File: src/tilemapPkg.sv
package tilemapPkg;

	//////////////////////////////////////////////////////////////////////
	// cpu address map
	//////////////////////////////////////////////////////////////////////

	// byte address as seen on apb
	localparam int apbAddrW = 14;

	// tile ram byte address
	// 12 layer, 11..7 tile row, 6..1 tile column, 0 byte select
	localparam int ramAddrW = 13;

	// scroll registers sit above the tile ram
	localparam logic [apbAddrW-1:0] regBase = 14'h2000;

	// offsets within one layer, address bit 2 picks the layer
	localparam logic [1:0] regHLo = 2'd0;
	localparam logic [1:0] regHHi = 2'd1;
	localparam logic [1:0] regV = 2'd2;

	//////////////////////////////////////////////////////////////////////
	// video side widths
	//////////////////////////////////////////////////////////////////////

	localparam int hScrollW = 9;
	localparam int vScrollW = 8;
	localparam int priW = 3;

	// graphics rom address per layer
	localparam int gaW = 14;

endpackage

File: src/videoTiming.sv
`timescale 1ns/10ps

module videoTiming (
	input  logic CLK_6M,
	input  logic rstN,
	input  logic hSync,
	input  logic vSync,
	output logic [tilemapPkg::hScrollW-1:0] hPos,
	output logic [tilemapPkg::vScrollW-1:0] vPos,
	output logic layer
);
	import tilemapPkg::*;

	logic hSyncQ;
	logic vSyncQ;
	logic hEdge;
	logic vEdge;

	// either polarity, so any change counts as an edge
	assign hEdge = hSync != hSyncQ;
	assign vEdge = vSync != vSyncQ;

	//////////////////////////////////////////////////////////////////////
	// sync history and slot bit
	//////////////////////////////////////////////////////////////////////

	always_ff @(posedge CLK_6M or negedge rstN) begin
		if (!rstN) begin
			hSyncQ <= 1'b0;
			vSyncQ <= 1'b0;
			layer <= 1'b0;
		end else begin
			hSyncQ <= hSync;
			vSyncQ <= vSync;
			// two layers share every pixel pair
			layer <= ~layer;
		end
	end

	//////////////////////////////////////////////////////////////////////
	// pixel and line counters
	//////////////////////////////////////////////////////////////////////

	always_ff @(posedge CLK_6M or negedge rstN) begin
		if (!rstN) begin
			hPos <= '0;
			vPos <= '0;
		end else begin
			if (hEdge) begin
				hPos <= '0;
			end else if (layer) begin
				// advance after slot 1 so both layers see the same pixel
				hPos <= hPos + 1'b1;
			end
			// vsync wins over the line advance
			if (vEdge) begin
				vPos <= '0;
			end else if (hEdge) begin
				vPos <= vPos + 1'b1;
			end
		end
	end

	// slot 0 holds the pixel unless the line restarts
	assert property (@(posedge CLK_6M) disable iff (!rstN)
		(!layer && (hSync == hSyncQ)) |=> $stable(hPos));

endmodule
File: config.mk
export PLATFORM = sky130hd
export DESIGN_NAME = videoTiming
export DESIGN_NICKNAME = d
export VERILOG_FILES = /design/src/tilemapPkg.sv /design/src/videoTiming.sv
export SDC_FILE = /design/constraint.sdc
export NUM_CORES = 1
export LEC_CHECK = 0
export CORE_MARGIN = 3
export CORE_UTILIZATION = 24
export DETAILED_ROUTE_END_ITERATION = 7
export DONT_BUFFER_PORTS = 1
export RECOVER_POWER = 100
export SYNTH_ARGS = -nofsm -noshare
export SYNTH_HDL_FRONTEND = slang
export SYNTH_SLANG_ARGS = --single-unit
File: constraint.sdc
create_clock -name CLK_6M -period 1.6 [get_ports CLK_6M]
set_input_delay 0.48 -clock CLK_6M [delete_from_list [all_inputs] [get_ports CLK_6M]]
set_output_delay 0.48 -clock CLK_6M [all_outputs]
set_load 0.1 [all_outputs]
==> metrics.yaml <==
worst_setup_path:
  cp_slowest_stage_delay_ns: 0.49
  crit_cells: 1
  crit_type: "reg -> out"
  cp-startpoint: "hPos[0]"
  cp_cell_sequence: "clkbuf_4"
  start_kind: "register"
  reg2reg_depth: 3
  worst-path-max-fanout: 4
  path_buf_inv: 1
  worstPathArrival_ns: 1.04
  cp-end-kind: "output pin"
  r2r-end: "vPos[5]"
  critPathSlowestCell: "dfrtp_4"
  r2r_slack_ns: 0.14
  critPathTopFamily: "flip-flops"
  cp.required_ns: 1.12
  cp-endpoint: "hPos[0]"
  worstReg2RegStart: "hSyncQ"
cells_and_area:
  area_delta_synth_final_pct: 29.10
  num-fill-cells: 413
  n_antenna_cell: 0
  fin_nets: 121
  ff_latch_area_um2: 535.5
  final_util: 0.3262
  drive_gt1_frac: 0.3421
  multi_input_area_um2: 426.7
  final_cell_area_mm2: 0.001221
synthesis:
  syn_area_um2: 945.9
  synthArstFlopShare: 1.000
  yosysMostFrequentCell: "dfrtp_1"
  yosysSeqAreaShare: 0.5291
  synth_top_area_cell: "dfrtp_1"
  synthTopCellsByArea: "dfrtp_1 53%, a21oi_1 5.3%, nand2_1 4.0%"
  synthCells: 93
  synth_area_per_cell_um2: 10.17
  synth_edf_count: 0
  synth_cell_types: 22
  ys.flop_type: "dfrtp_1"
  yosys-top-cells-count: "20 x dfrtp_1, 10 x a21oi_1, 10 x nand2_1, 5 x nor2_1"
  synthesis.nets: 99
  synth_top_area_frac: 0.5291
  ys_ff_latch: 20
  yosys_warnings: 0
floorplan:
  core_mm2: 0.003744
  initial_utilization: 0.2527
  die_area_mm2: 0.004731
  die_w_um: 68.78
  die_h_um: 68.78
  io_pins: 22
  num_rows: 22
clock_tree:
  cts_made_buffers: 3
  path_clk_slew_ns: 0.07
  cts_sinks: 20
  root_buffer: "clkbuf_8"
  htree_levels: 1
  insertion_delay_ns: 0.26
  cts.path.max_buffers: 2
  cts_tree: "yes"
timing:
  slew_violations: 0
  tns_ns: 0
  relSlewSlack: 0.2716
  layout_min_cycle_time_ns: 1.525
  min_period_over_period: 0.9528
  max_freq_mhz: 655.9
  grt_setup_unrepaired: "false"
  layout_setup_ws_ns: 0.07544
  tightest_slew_ns: 1.093
  finalSetupViolations: 0
  fin_skew_ns: 0.004090
  finalHoldViolCount: 0
global_routing:
  grt_max_degree: 21
  overflow: 0
  grt_pass1_wl_mm: 3.574
  grt_pass1_vias: 842
  antenna_found_initial: 0
  track_usage: 0.1023
place:
  io_buffers: 0
  place_area_mm2: 0.001206
  gp_congestion: 0.7462
  post-place-ws_ns: -0.01210
  dp_hpwl_mm: 1.563
detailed_routing:
  vias: 771
  routed_wl_mm: 2.108
  drc: 0
  drt_iter0_drc: 27
  detail-route-antenna-nets: 0
  first_pass_iters: 4
  wire_per_inst_um: 13.01
  viasPerCell: 4.759
hold_path:
  hold_path_class: "in -> reg"
  worstHoldPathCells: 0
power_and_ir_drop:
  irDropWorstVdd_v: 0.0004862
  p_leak_nw: 0.4970
  powerDensity_mw_per_mm2: 886.2
run:
  drv_cap: 0
status:
  status: "complete, no violations"
[layout by cell type, fill, tap and decap left out, types with 4 or more instances in the layout]
master and count:
o21ai_0 4, dfrtp_2 10, dfrtp_4 6, o31ai_1 4, nor2_1 5, a21oi_1 10, or4_1 4, nand4_1 4
dfrtp_1 4, xor2_1 4, or3_1 4, clkbuf_4 16, nand2_1 10, nand3_1 4
[routing by layer]
metal	share of wire	global-route usage	wire length [um]	up-vias
li1	-	-	-	372
met1	0.43	0.1187	912	375
met2	0.48	0.1692	1014	20
met3	0.068	0.02917	143	4
met4	0.018	0.05596	38	0
met5	0	0	0	-
[sequential cells by signal, summed over array words and instances (netlist names)]
name,cells
vPos,8
hPos,9
vSyncQ,1
hSyncQ,1
layer,1
[layout make-up]
cell class,count,share of cell area
repair buffers,20,0.1168
inverters,3,0.009221
flip-flops and latches,20,0.4385
clock buffers,4,0.03689
multi-input cells,67,0.3494
well taps,48,0.04918
[through the flow]
| stage | hold slack, ns | cells | power [mW] |
|---|---|---|---|
| final | 0.2446 | 162 | 1.082 |
| after global routing | 0.2259 | 162 | 1.136 |
| after CTS | 0.2373 | 162 | 1.098 |
| after detailed placement | 0.1851 | 157 | 0.7459 |
| after global placement | 0.1850 | 157 | 0.7411 |
| after floorplan | 0.1844 | 93 | 0.7069 |
[timing repair]
item / CTS / global route
hold buffers: 1 / 0
buffers inserted: 0 / 0
endpoints found under the setup margin: 0 / 22
gates resized for setup: 0 / 2
hold endpoints to repair: 20 / 0
[report_power, final]
part | leakage (nW) | internal [mW] | switching [mW]
combinational | 0.232 | 0.0415 | 0.156
clock | 0.0228 | 0.177 | 0.163
sequential | 0.242 | 0.529 | 0.0157
total | 0.497 | 0.748 | 0.334
[cells by family after synthesis]
logic type / after synthesis / share of synthesized area
and+or+nand+nor: 37 / 0.2143
adders and majority gates: 2 / 0.02645
buffers and inverters: 6 / 0.02777
muxes: 3 / 0.03175
DFF: 20 / 0.5291
AOI/OAI and AO/OA: 18 / 0.1058
xor gates and xnor gates: 7 / 0.06482
[worst min-delay path by stage]
stage	start	end	slack [ns]
2_1_floorplan	rstN	hPos[2]	0.18
3_3_place_gp	rstN	vSyncQ	0.18
3_5_place_dp	rstN	vSyncQ	0.19
4_1_cts	hSync	hSyncQ	0.24
5_1_grt	hSync	hSyncQ	0.23
6_report	hSync	hSyncQ	0.24
No activity file was read; power rests on OpenSTA's default activity.
