--- src/tilemapPkg.sv ---
package tilemapPkg;

	//////////////////////////////////////////////////////////////////////
	// cpu address map
	//////////////////////////////////////////////////////////////////////

	// byte address as seen on apb
	localparam int apbAddrW = 14;

	// tile ram byte address
	// 12 layer, 11..7 tile row, 6..1 tile column, 0 byte select
	localparam int ramAddrW = 13;

	// scroll registers sit above the tile ram
	localparam logic [apbAddrW-1:0] regBase = 14'h2000;

	// offsets within one layer, address bit 2 picks the layer
	localparam logic [1:0] regHLo = 2'd0;
	localparam logic [1:0] regHHi = 2'd1;
	localparam logic [1:0] regV = 2'd2;

	//////////////////////////////////////////////////////////////////////
	// video side widths
	//////////////////////////////////////////////////////////////////////

	localparam int hScrollW = 9;
	localparam int vScrollW = 8;
	localparam int priW = 3;

	// graphics rom address per layer
	localparam int gaW = 14;

endpackage

--- src/scrollRegs.sv ---
`timescale 1ns/10ps

module scrollRegs (
	input  logic CLK_6M,
	input  logic rstN,
	input  logic pSel,
	input  logic pEnable,
	input  logic pWrite,
	input  logic [2:0] pAddr,
	input  logic [7:0] pWData,
	output logic [7:0] pRData,
	output logic pReady,
	output logic [tilemapPkg::hScrollW-1:0] hScroll0,
	output logic [tilemapPkg::hScrollW-1:0] hScroll1,
	output logic [tilemapPkg::vScrollW-1:0] vScroll0,
	output logic [tilemapPkg::vScrollW-1:0] vScroll1,
	output logic [tilemapPkg::priW-1:0] pri0,
	output logic [tilemapPkg::priW-1:0] pri1
);
	import tilemapPkg::*;

	// per layer state, index is the layer
	logic [hScrollW-1:0] hScroll [0:1];
	logic [vScrollW-1:0] vScroll [0:1];
	logic [priW-1:0] pri [0:1];
	logic regLayer;
	logic [1:0] regOff;
	logic wrEn;
	logic [7:0] rdMux;

	assign regLayer = pAddr[2];
	assign regOff = pAddr[1:0];
	// write lands in the access phase
	assign wrEn = pSel && pEnable && pWrite;

	always_ff @(posedge CLK_6M or negedge rstN) begin
		if (!rstN) begin
			for (int i = 0; i < 2; i++) begin
				hScroll[i] <= '0;
				vScroll[i] <= '0;
				pri[i] <= '0;
			end
		end else if (wrEn) begin
			case (regOff)
				regHLo: hScroll[regLayer][7:0] <= pWData;
				// scroll msb in bit 0, priority above it
				regHHi: begin
					hScroll[regLayer][hScrollW-1] <= pWData[0];
					pri[regLayer] <= pWData[priW:1];
				end
				regV: vScroll[regLayer] <= pWData;
				default: ;
			endcase
		end
	end

	// readback in the same packing, offset 3 reads zero
	always_comb begin
		case (regOff)
			regHLo: rdMux = hScroll[regLayer][7:0];
			regHHi: rdMux = {4'b0, pri[regLayer], hScroll[regLayer][hScrollW-1]};
			regV: rdMux = vScroll[regLayer];
			default: rdMux = '0;
		endcase
	end

	// sample on the setup edge so data is ready for access
	always_ff @(posedge CLK_6M or negedge rstN) begin
		if (!rstN) begin
			pRData <= '0;
		end else if (pSel && !pEnable) begin
			pRData <= rdMux;
		end
	end

	assign pReady = pSel && pEnable;

	assign hScroll0 = hScroll[0];
	assign hScroll1 = hScroll[1];
	assign vScroll0 = vScroll[0];
	assign vScroll1 = vScroll[1];
	assign pri0 = pri[0];
	assign pri1 = pri[1];

	// top level decode must gate enable together with select
	assert property (@(posedge CLK_6M) disable iff (!rstN) pEnable |-> pSel);

endmodule

--- config.mk ---
export PLATFORM = sky130hd
export DESIGN_NAME = scrollRegs
export DESIGN_NICKNAME = d
export VERILOG_FILES = /design/src/tilemapPkg.sv /design/src/scrollRegs.sv
export SDC_FILE = /design/constraint.sdc
export NUM_CORES = 1
export LEC_CHECK = 0
export ABC_AREA = 1
export BUFFER_PORTS_ARGS = -buffer_cell sky130_fd_sc_hd__buf_2
export CAP_MARGIN = 10
export CORE_MARGIN = 2
export CORE_UTILIZATION = 47
export DETAILED_ROUTE_END_ITERATION = 16
export GPL_ROUTABILITY_DRIVEN = 0
export PLACE_DENSITY = 0.76
export REMOVE_ABC_BUFFERS = 1
export SYNTH_ARGS = -nofsm -noshare
export SYNTH_HDL_FRONTEND = slang
export SYNTH_SLANG_ARGS = --single-unit
--- constraint.sdc ---
create_clock -name CLK_6M -period 0.95 [get_ports CLK_6M]
set_clock_uncertainty 0.2 [all_clocks]
set_input_delay 0.095 -clock CLK_6M [delete_from_list [all_inputs] [get_ports CLK_6M]]
set_output_delay 0.095 -clock CLK_6M [all_outputs]
set_load 0.01 [all_outputs]
==> impl_metrics.csv <==
group,metric,value,unit
floorplan,die_height,74.46,µm
floorplan,design.portCount,65,
grt,grt_util_all_layers,30.26,%
timing,maxSlewViolCount,0,
timing,fin_hold_ws,-0.1648,ns
timing,post-route-period-util,141.1,%
worst_setup_path,crit_buf_inv,1,
floorplan,die_w,74.46,µm
worst_setup_path,path_max_fanout,2,
worst_setup_path,cpMaxStageDelayCell,"dfrtp_1",
clock_tree,clock_latency,0.31,ns
clock_tree,cts_made_buffers,5,
worst_setup_path,arrival,1.34,ns
grt,grt_overflow,0,
run_status,violations,"negative hold slack, negative setup slack",
drt,num_vias,2709,
pwr,switching_share,34.00,%
logic_synthesis,synth.largest_area_cell,"dfrtp_1",
final_layout,nets,448,
worst_setup_path,crit_chain,"inv_1 -> nand2_1 -> nand3_1 -> nand3_2 -> nand2_2 -> nand2_1",
floorplan,die-area,5544,µm²
pwr,seq_power_share,36.6,%
drt,antenna_left,0,
timing,final.min_clock_period,1.340,ns
worst_setup_path,reg2reg_depth,6,
worst_setup_path,crit_type,"register to register",
run_status,status,"complete, but fails checks",
worst_setup_path,cpMostUsedCell,"nand2_1",
grt,antenna_found_initial,0,
clock_tree,clock-root-buffer,"clkbuf_8",
worst_setup_path,worstSetupEndpointType,"register",
timing,max_clock_freq,746.2,MHz
timing,timing_hold_violations_final,23,
floorplan,rows,25,
worst_setup_path,crit_required,0.95,ns
worst_setup_path,crit_family,"simple AND/OR/NAND/NOR gates",
timing,setup-violations-final,74,
worst_setup_path,crit_path_end,"pRData[1]",
floorplan,core_area,4755,µm²
pwr,p_leak,2.115,nW
logic_synthesis,yosysWarnings,0,
logic_synthesis,synthTopCellsByArea,"dfrtp_1, nand2_1, inv_1",
final_layout,final_cells,500,
timing,slew_headroom,80.63,%
pwr,pwr-share-comb,45.5,%
flow_run,cap_violations,0,
logic_synthesis,ys_ff_latch,48,
logic_synthesis,synthArstFlopShare,100.0,%
clock_tree,cts_tree,"yes",
worst_setup_path,worstSetupPathDepth,6,
logic_synthesis,yosysTopAreaCellShare,51.47,%
hold_path,hold_path.class,"input port to register",
pwr,vdd_drop_max,1130,µV
logic_synthesis,syn-mean-instance-area,8.188,µm²
worst_setup_path,crit_start,"vScroll0[1]",
logic_synthesis,synth_cells,285,
logic_synthesis,synth_ff_type,"dfrtp_1",
place,dp_cells,467,
place,hpwl,4670,µm
drt,via_per_inst,5.418,
pwr,p_sw,0.002550,W
place,port_buffers,64,
clock_tree,clk_pin_slew,0.09,ns
clock_tree,cts.path.max_buffers,2,
drt,wl,9302,µm
final_layout,num_antenna_cells,0,
final_layout,layout-drive-gt1-share,56.12,%
worst_setup_path,critPathLaunchType,"register",
drt,first_pass_iters,4,
drt,remaining_drc_errors,0,
worst_setup_path,r2r_setup_slack,-0.39,ns
grt,grt_pass1_vias,2722,
pwr,intPower,0.004949,W
logic_synthesis,syn-cell-area,2333,µm²
grt,grt_max_degree,49,
logic_synthesis,ys_seq_area_share,51.47,%
logic_synthesis,synth_edf_count,0,
clock_tree,cts.sinks,48,
drt,wl_per_cell,18.60,µm
worst_setup_path,r2r-start,"vScroll0[1]",
clock_tree,htreeDepth,2,
timing,tns,-15.63,ns
place,dp_slack,-0.3065,ns
pwr,p_per_area,1824,nW/µm²
drt,drt_iter0_markers,222,
pwr,power_frac_clock,17.8,%
timing,tightest_slew,0.2896,ns
final_layout,areaGrowthSynthToFinish,76.19,%
timing,worst_slack,-0.3902,ns
clock_tree,cts_hold_buffers,8,
worst_setup_path,r2r-end,"pRData[1]",
pwr,p_total,0.007499,W
floorplan,initial_utilization,49.08,%
timing,rsz0062_at_grt,"yes",
worst_setup_path,critPathMaxStageDelay,0.41,ns
grt,grt_pass1_wl,12590,µm
logic_synthesis,synth_cell_types,20,
-- what timing repair did --
action,CTS,global route
buffers inserted,15,11
cloned,0,1
hold endpoints to repair,88,21
pin swaps,9,22
gates resized for setup,96,110
endpoints found under the setup margin,78,92
-- state kept, by name, indices dropped and copies added, names as in the netlist --
signal / flops
pRData: 8
pri1: 3
vScroll1: 8
hScroll1: 9
pri0: 3
vScroll0: 8
hScroll0: 9
-- metrics by stage --
step                      util [%]  instance area, µm²
after floorplan                  -                2261
after global placement       66.16                3146
after detailed placement     66.16                3146
after CTS                    79.84                3796
after global routing         86.47                4111
final                        86.47                4111
-- cells in the final DEF (no fill, tap or decap) --
cell type	netlist	final
buf_4	3	30
o211ai_1	7	7
buf_8	0	1
nand2_4	1	8
nand3_4	0	2
inv_4	0	1
nor2_1	2	2
o21ai_1	3	8
nand3_1	13	11
clkbuf_16	0	1
buf_12	0	3
nand2_1	107	74
buf_6	4	81
inv_2	2	13
a21oi_2	0	1
clkbuf_8	0	6
inv_8	0	1
o21ai_0	32	4
dfrtp_1	48	48
o21ai_2	4	27
nand2_2	4	30
nand3_2	4	4
clkinvlp_4	0	1
clkbuf_1	0	1
nor2_4	3	4
buf_2	1	26
clkbuf_4	0	1
inv_1	43	30
nor3_4	2	2
dlygate4sd3_1	0	5
-- cells by family after synthesis --
group | count (synthesis) | share of synthesized area [%]
buffers and inverters | 53 | 10.35
flip-flops | 48 | 51.47
AND/OR/NAND/NOR | 137 | 26.70
AO/OA/AOI/OAI | 47 | 11.47
-- power by group through the flow --
| stage | Sequential, W | Clock (W) | Combinational, W |
|---|---|---|---|
| global route | 0.00278 | 0.00143 | 0.00362 |
| CTS | 0.00270 | 0.00130 | 0.00286 |
| floorplan | 0.00292 | 0 | 0.000569 |
| finish | 0.00275 | 0.00134 | 0.00342 |
| global placement | 0.00268 | 0 | 0.00198 |
| detailed placement | 0.00269 | 0 | 0.00204 |
-- tightest hold or removal path: stages --
cell and delay [ns]:
buf_2 0.10, nand2_1 0.05, o21ai_1 0.06
-- synth_stat cells (3+ instances only) --
master,number
buf_4,3
buf_6,4
dfrtp_1,48
inv_1,43
nand2_1,107
nand2_2,4
nand3_1,13
nand3_2,4
nor2_4,3
o211ai_1,7
o21ai_0,32
o21ai_1,3
o21ai_2,4
-- worst min-delay path by stage --
stage,from,slack (ns),cells past startpoint,endpoint
detailed placement,rstN,-0.1,2,hScroll1[1]
CTS,pWData[0],-0.14,3,vScroll0[0]
floorplan,rstN,-0.40,0,hScroll0[0]
finish,pWData[2],-0.16,3,vScroll1[2]
global route,pWData[1],-0.15,3,vScroll0[1]
global placement,rstN,-0.10,2,hScroll1[1]
-- layout make-up --
class	instances	area [µm²]
Sequential cell	48	1201
Fill cell	228	643.1
Multi-Input combinational cell	184	1129
Tap cell	67	83.83
Clock inverter	1	7.507
Clock buffer	7	86.33
Inverter	45	178.9
Timing Repair Buffer	148	1425
-- metal layers --
| metal | track usage, % | routed length, µm | vias to the layer above |
|---|---|---|---|
| met4 | 14.68 | 527 | 0 |
| met1 | 34.90 | 3409 | 1312 |
| li1 | - | - | 1187 |
| met5 | 0 | 0 | - |
| met3 | 5.827 | 558 | 50 |
| met2 | 53.69 | 4807 | 160 |
No activity file was read; power rests on OpenSTA's default activity.
