## src/tilemapPkg.sv

```systemverilog
package tilemapPkg;

	//////////////////////////////////////////////////////////////////////
	// cpu address map
	//////////////////////////////////////////////////////////////////////

	// byte address as seen on apb
	localparam int apbAddrW = 14;

	// tile ram byte address
	// 12 layer, 11..7 tile row, 6..1 tile column, 0 byte select
	localparam int ramAddrW = 13;

	// scroll registers sit above the tile ram
	localparam logic [apbAddrW-1:0] regBase = 14'h2000;

	// offsets within one layer, address bit 2 picks the layer
	localparam logic [1:0] regHLo = 2'd0;
	localparam logic [1:0] regHHi = 2'd1;
	localparam logic [1:0] regV = 2'd2;

	//////////////////////////////////////////////////////////////////////
	// video side widths
	//////////////////////////////////////////////////////////////////////

	localparam int hScrollW = 9;
	localparam int vScrollW = 8;
	localparam int priW = 3;

	// graphics rom address per layer
	localparam int gaW = 14;

endpackage

```

## src/tileAddrGen.sv

```systemverilog
`timescale 1ns/10ps

module tileAddrGen (
	input  logic CLK_6M,
	input  logic rstN,
	input  logic [tilemapPkg::hScrollW-1:0] hPos,
	input  logic [tilemapPkg::vScrollW-1:0] vPos,
	input  logic layer,
	input  logic [tilemapPkg::hScrollW-1:0] hScroll0,
	input  logic [tilemapPkg::hScrollW-1:0] hScroll1,
	input  logic [tilemapPkg::vScrollW-1:0] vScroll0,
	input  logic [tilemapPkg::vScrollW-1:0] vScroll1,
	input  logic [tilemapPkg::priW-1:0] pri0,
	input  logic [tilemapPkg::priW-1:0] pri1,
	input  logic [7:0] vidData,
	output logic [tilemapPkg::ramAddrW-1:0] vidAddr,
	output logic [tilemapPkg::gaW-1:0] ga,
	output logic gaLayer,
	output logic [tilemapPkg::priW-1:0] gaPri,
	output logic nibbleStrobe
);
	import tilemapPkg::*;

	// offsets for the layer owning this slot
	logic [hScrollW-1:0] hOff;
	logic [vScrollW-1:0] vOff;
	// scrolled position of the current slot
	logic [hScrollW-1:0] hScrollL;
	logic [vScrollW-1:0] vScrollL;
	// tag of the read in flight
	logic tagLayer;
	logic tagLo;
	logic tagHi;
	// captured tile bytes, index is the layer
	logic [7:0] tdLo [0:1];
	logic [7:0] tdHi [0:1];

	//////////////////////////////////////////////////////////////////////
	// scroll addition
	//////////////////////////////////////////////////////////////////////

	assign hOff = layer ? hScroll1 : hScroll0;
	assign vOff = layer ? vScroll1 : vScroll0;

	// wraps around the 512 x 256 map
	assign hScrollL = hPos + hOff;
	assign vScrollL = vPos + vOff;

	// layer, row, column, byte select
	assign vidAddr = {layer, vScrollL[vScrollW-1:3], hScrollL[hScrollW-1:3], hScrollL[0]};

	//////////////////////////////////////////////////////////////////////
	// tile byte capture
	//////////////////////////////////////////////////////////////////////

	// tag follows the read by one cycle, same as the ram
	always_ff @(posedge CLK_6M or negedge rstN) begin
		if (!rstN) begin
			// opposite of slot 0 so the tag never matches the slot
			tagLayer <= 1'b1;
			tagLo <= 1'b0;
			tagHi <= 1'b0;
		end else begin
			tagLayer <= layer;
			tagLo <= hScrollL[2:0] == 3'd0;
			tagHi <= hScrollL[2:0] == 3'd1;
		end
	end

	// returned byte goes to the layer that asked for it
	always_ff @(posedge CLK_6M or negedge rstN) begin
		if (!rstN) begin
			for (int i = 0; i < 2; i++) begin
				tdLo[i] <= '0;
				tdHi[i] <= '0;
			end
		end else begin
			if (tagLo) begin
				tdLo[tagLayer] <= vidData;
			end
			if (tagHi) begin
				tdHi[tagLayer] <= vidData;
			end
		end
	end

	//////////////////////////////////////////////////////////////////////
	// graphics rom address
	//////////////////////////////////////////////////////////////////////

	// tile code, line in tile, which half of the 8 pixels
	assign ga = {tdHi[layer][1:0], tdLo[layer], vScrollL[2:0], hScrollL[2]};
	assign gaLayer = layer;
	assign gaPri = layer ? pri1 : pri0;

	// both bytes in by phase 3
	assign nibbleStrobe = hScrollL[2:0] == 3'd3;

	// slot bit must alternate or bytes land in the wrong layer
	assert property (@(posedge CLK_6M) disable iff (!rstN) tagLayer != layer);

endmodule

```

## config.mk

```make
export PLATFORM = sky130hd
export DESIGN_NAME = tileAddrGen
export DESIGN_NICKNAME = d
export VERILOG_FILES = /design/src/tilemapPkg.sv /design/src/tileAddrGen.sv
export SDC_FILE = /design/constraint.sdc
export NUM_CORES = 1
export LEC_CHECK = 0
export ABC_AREA = 1
export BUFFER_PORTS_ARGS = -buffer_cell sky130_fd_sc_hd__buf_2
export CORE_MARGIN = 3
export CORE_UTILIZATION = 35
export DETAILED_ROUTE_END_ITERATION = 6
export SLEW_MARGIN = 25
export SYNTH_ARGS = -nofsm -noshare
export SYNTH_HDL_FRONTEND = slang
export SYNTH_SLANG_ARGS = --single-unit
```

## constraint.sdc

```tcl
create_clock -name CLK_6M -period 2.4 [get_ports CLK_6M]
set_input_delay 0.36 -clock CLK_6M [delete_from_list [all_inputs] [get_ports CLK_6M]]
set_output_delay 0.36 -clock CLK_6M [all_outputs]
set_load 0.01 [all_outputs]
```

==> metrics.txt <==
# TYPE chip_impl_metric gauge
chip_impl_metric{name="cap_viol_max_count",unit=""} 0
chip_impl_metric{name="area_of_the_multi_input_gates",unit="mm^2"} 0.00122
chip_impl_metric{name="dpl.hpwl",unit="mm"} 4.45
chip_impl_info{name="worstReg2RegStart",value="tagLayer$_DFF_PN1_"} 1
chip_impl_metric{name="dr.pass1.iters",unit=""} 4
chip_impl_metric{name="core-area",unit="mm^2"} 0.00534
chip_impl_metric{name="io_pins",unit=""} 100
chip_impl_metric{name="leakagePower",unit="nW"} 1.68
chip_impl_metric{name="holdBufCountCts",unit=""} 0
chip_impl_metric{name="setup-tns-final",unit="ns"} 0
chip_impl_metric{name="core.rowCount",unit=""} 26
chip_impl_metric{name="yosys_warnings",unit=""} 0
chip_impl_metric{name="drive_gt1_frac",unit=""} 0.291
chip_impl_metric{name="post_route_fraction_of_the_period_consumed_by_the_critical_path",unit=""} 0.937
chip_impl_metric{name="finalHoldWorstSlack",unit="ns"} 0.0584
chip_impl_metric{name="power_per_cell_area",unit="mW/mm^2"} 634
chip_impl_metric{name="post_synth.cell_area_avg",unit="um^2"} 6.24
chip_impl_metric{name="fin_crit",unit="ns"} 2.25
chip_impl_metric{name="worstMarginPinSlew",unit="ns"} 0.506
chip_impl_metric{name="clkSlewWorstSetupHoldPaths",unit="ns"} 0.08
chip_impl_metric{name="clock_tree.buffer_depth",unit=""} 2
chip_impl_metric{name="numClockSinks",unit=""} 23
chip_impl_metric{name="clkLatencyLatePin",unit="ns"} 0.26
chip_impl_metric{name="grt_pass1_vias",unit=""} 1974
chip_impl_metric{name="slew-limit-headroom",unit=""} 0.663
chip_impl_metric{name="level_count_of_the_clock_h_tree",unit=""} 1
chip_impl_metric{name="start_util",unit=""} 0.377
chip_impl_metric{name="timing.critical_path.fanout_max",unit=""} 12
chip_impl_metric{name="drc",unit=""} 0
chip_impl_metric{name="grt_start_max_net_pins",unit=""} 24
chip_impl_metric{name="cp.required",unit="ns"} 2.04
chip_impl_metric{name="drt-vias-per-instance",unit=""} 4.48
chip_impl_metric{name="slew_violations",unit=""} 0
chip_impl_metric{name="ir_drop",unit="mV"} 0.476
chip_impl_metric{name="final-hold-violation-count",unit=""} 0
chip_impl_metric{name="num-fill-cells",unit=""} 589
chip_impl_info{name="status",value="finished clean"} 1
chip_impl_metric{name="antenna_found_initial",unit=""} 0
chip_impl_metric{name="postSynthNetCount",unit=""} 407
chip_impl_metric{name="postSynthRegisterBits",unit=""} 23
chip_impl_metric{name="globalRouteOverflowTotal",unit=""} 0
chip_impl_info{name="tritoncts_clock_tree",value="built"} 1
chip_impl_info{name="timing.setup.critical_path_class",value="in2out"} 1
chip_impl_metric{name="netlist_area_pre_place",unit="mm^2"} 0.00201
chip_impl_metric{name="chipHeight",unit="um"} 81.8
chip_impl_metric{name="postLayoutCellArea",unit="mm^2"} 0.00267
chip_impl_metric{name="post_synth_inst_count",unit=""} 322
chip_impl_metric{name="final_net_count",unit=""} 509
chip_impl_info{name="grt_setup_unrepaired",value="false"} 1
chip_impl_metric{name="drtIter0Drc",unit=""} 95
chip_impl_metric{name="worstPathArrival",unit="ns"} 1.89
chip_impl_info{name="critPathCaptureType",value="output pin"} 1
chip_impl_metric{name="globalplace.congestion",unit=""} 0.812
chip_impl_metric{name="final-seq-area",unit="um^2"} 577
chip_impl_metric{name="routedWlPerCell",unit="um"} 10.9
chip_impl_metric{name="global_route.usage.total",unit=""} 0.158
chip_impl_metric{name="maxClockFrequency",unit="MHz"} 445
chip_impl_metric{name="via_count",unit=""} 2207
chip_impl_info{name="setup.worst_path.start_class",value="input port"} 1
chip_impl_info{name="ctsRootBufferMaster",value="clkbuf_8"} 1
chip_impl_metric{name="number_of_diodes_added_for_antenna_fixing",unit=""} 0
chip_impl_metric{name="drt-total-wl",unit="mm"} 5.38
chip_impl_metric{name="first_pass_grt_wire_length",unit="mm"} 8.56
chip_impl_metric{name="cts_made_buffers",unit=""} 3
chip_impl_metric{name="placed_area",unit="mm^2"} 0.00261
chip_impl_metric{name="area_growth_syn_to_layout",unit="%"} 33.0
chip_impl_metric{name="place.port_buffers",unit=""} 99
chip_impl_info{name="min-delay-path-class",value="in2async"} 1
chip_impl_metric{name="fp.dieArea",unit="mm^2"} 0.00669
chip_impl_metric{name="route.antenna.remaining_nets",unit=""} 0
chip_impl_metric{name="fp.dieW",unit="um"} 81.8
chip_impl_metric{name="finalPower",unit="mW"} 1.69
chip_impl_metric{name="count_of_distinct_cell_types_in_the_synthesized_netlist",unit=""} 22
chip_impl_metric{name="clock-skew-final",unit="ns"} 0.000622
chip_impl_metric{name="synth-seq-area-share",unit=""} 0.287
chip_impl_metric{name="final-setup-viol-count",unit=""} 0
chip_impl_info{name="worst_setup_path_startpoint",value="layer"} 1
routing by layer:
metal  up-vias  track usage  wire length [um]
met2        59        0.247              2430
met4         0      0.00498                 0
li1       1185            -                 -
met1       963        0.231              2570
met5         -            0                 0
met3         0       0.0373               376
cell usage in the layout, fill, tap and decap left out, types with 2 or more instances in the layout:
master	count
nor2_1	7
o21ai_0	20
nor3_1	3
or2_2	5
buf_12	2
nand3_1	14
nand2_2	2
buf_2	98
nand2_1	165
buf_4	7
ha_1	15
a21oi_1	4
nand3b_1	4
clkbuf_8	3
dfrtp_1	22
fa_2	2
xnor2_1	5
inv_1	39
logic make-up (layout without fill, tap and decap cells):
| family | count (synthesis) | count (layout) | share of synthesized area |
|---|---|---|---|
| XOR/XNOR | 6 | 6 | 0.0262 |
| AO/OA/AOI/OAI | 25 | 25 | 0.0641 |
| buffers and inverters | 51 | 152 | 0.110 |
| AND/OR/NAND/NOR | 200 | 200 | 0.399 |
| adder cells (fa/ha/maj) | 17 | 17 | 0.113 |
| flip-flops | 23 | 23 | 0.287 |
flip-flops by register name, summed over array words and instances, names as in the netlist:
register / count
tdHi: 4
tagLo: 1
tdLo: 16
tagLayer: 1
tagHi: 1
layout make-up:
type,count,area share
inverter,41,0.0604
tap,70,0.0328
timing repair buffer,107,0.218
clock buffer,4,0.0169
multi-input combinational,248,0.456
sequential,23,0.216
what timing repair did:
item                                    in CTS  in global routing
endpoints found under the setup margin       0                  9
buffers inserted                             0                  0
gates resized for setup                      0                  8
metrics by stage:
step / utilization / setup slack [ns] / std cells
after CTS: 0.498 / 0.00504 / 493
after floorplan: - / 0.131 / 322
after global placement: 0.489 / 0.0492 / 489
final: 0.501 / 0.152 / 493
after detailed placement: 0.489 / 0.00262 / 489
after global routing: 0.501 / 0.00579 / 493
path summary, 6_finish.rpt:
path	endpoint	slack, ns	cells after the start
worst max-delay path	vidAddr[10]	0.15	14
max in group asynchronous	tagLayer$_DFF_PN1_	1.98	1
worst min register to register	tdLo[7]$_DFFE_PN0P_	0.49	2
min in group CLK_6M	tdLo[6]$_DFFE_PN0P_	0.36	3
worst max register to register	tdLo[12]$_DFFE_PN0P_	1.16	3
worst min-delay path	tdLo[14]$_DFFE_PN0P_	0.06	1
where the power goes:
part	total (mW)	internal (mW)	switching, mW
Clock	0.237	0.118	0.119
Combinational	0.801	0.362	0.439
Sequential	0.655	0.565	0.0899
Total	1.69	1.05	0.648
synth_stat cells, drive strengths merged:
cell type | instances | area share
nand3 | 14 | 0.035
clkbuf | 1 | 0.0019
a21oi | 4 | 0.010
dfstp | 1 | 0.013
xnor2 | 5 | 0.022
xor2 | 1 | 0.0044
dfrtp | 22 | 0.27
buf | 9 | 0.032
nor2 | 7 | 0.013
inv | 41 | 0.077
o21ai | 21 | 0.054
ha | 15 | 0.093
nor3 | 3 | 0.0075
nand2 | 167 | 0.31
fa | 2 | 0.020
or2 | 5 | 0.016
nand3b | 4 | 0.015
worst max-delay path, stage by stage:
cell and delay (ns):
buf_4 0.15, inv_8 0.06, buf_12 0.14, nand2_1 0.05, nand2_1 0.05, ha_1 0.20
fa_2 0.36, nand2_1 0.07, nand2_1 0.07, nand3b_1 0.11, nand2_1 0.06, nand2_1 0.05
nand2_1 0.04, buf_2 0.13
Power figures use the tool's default switching activity.
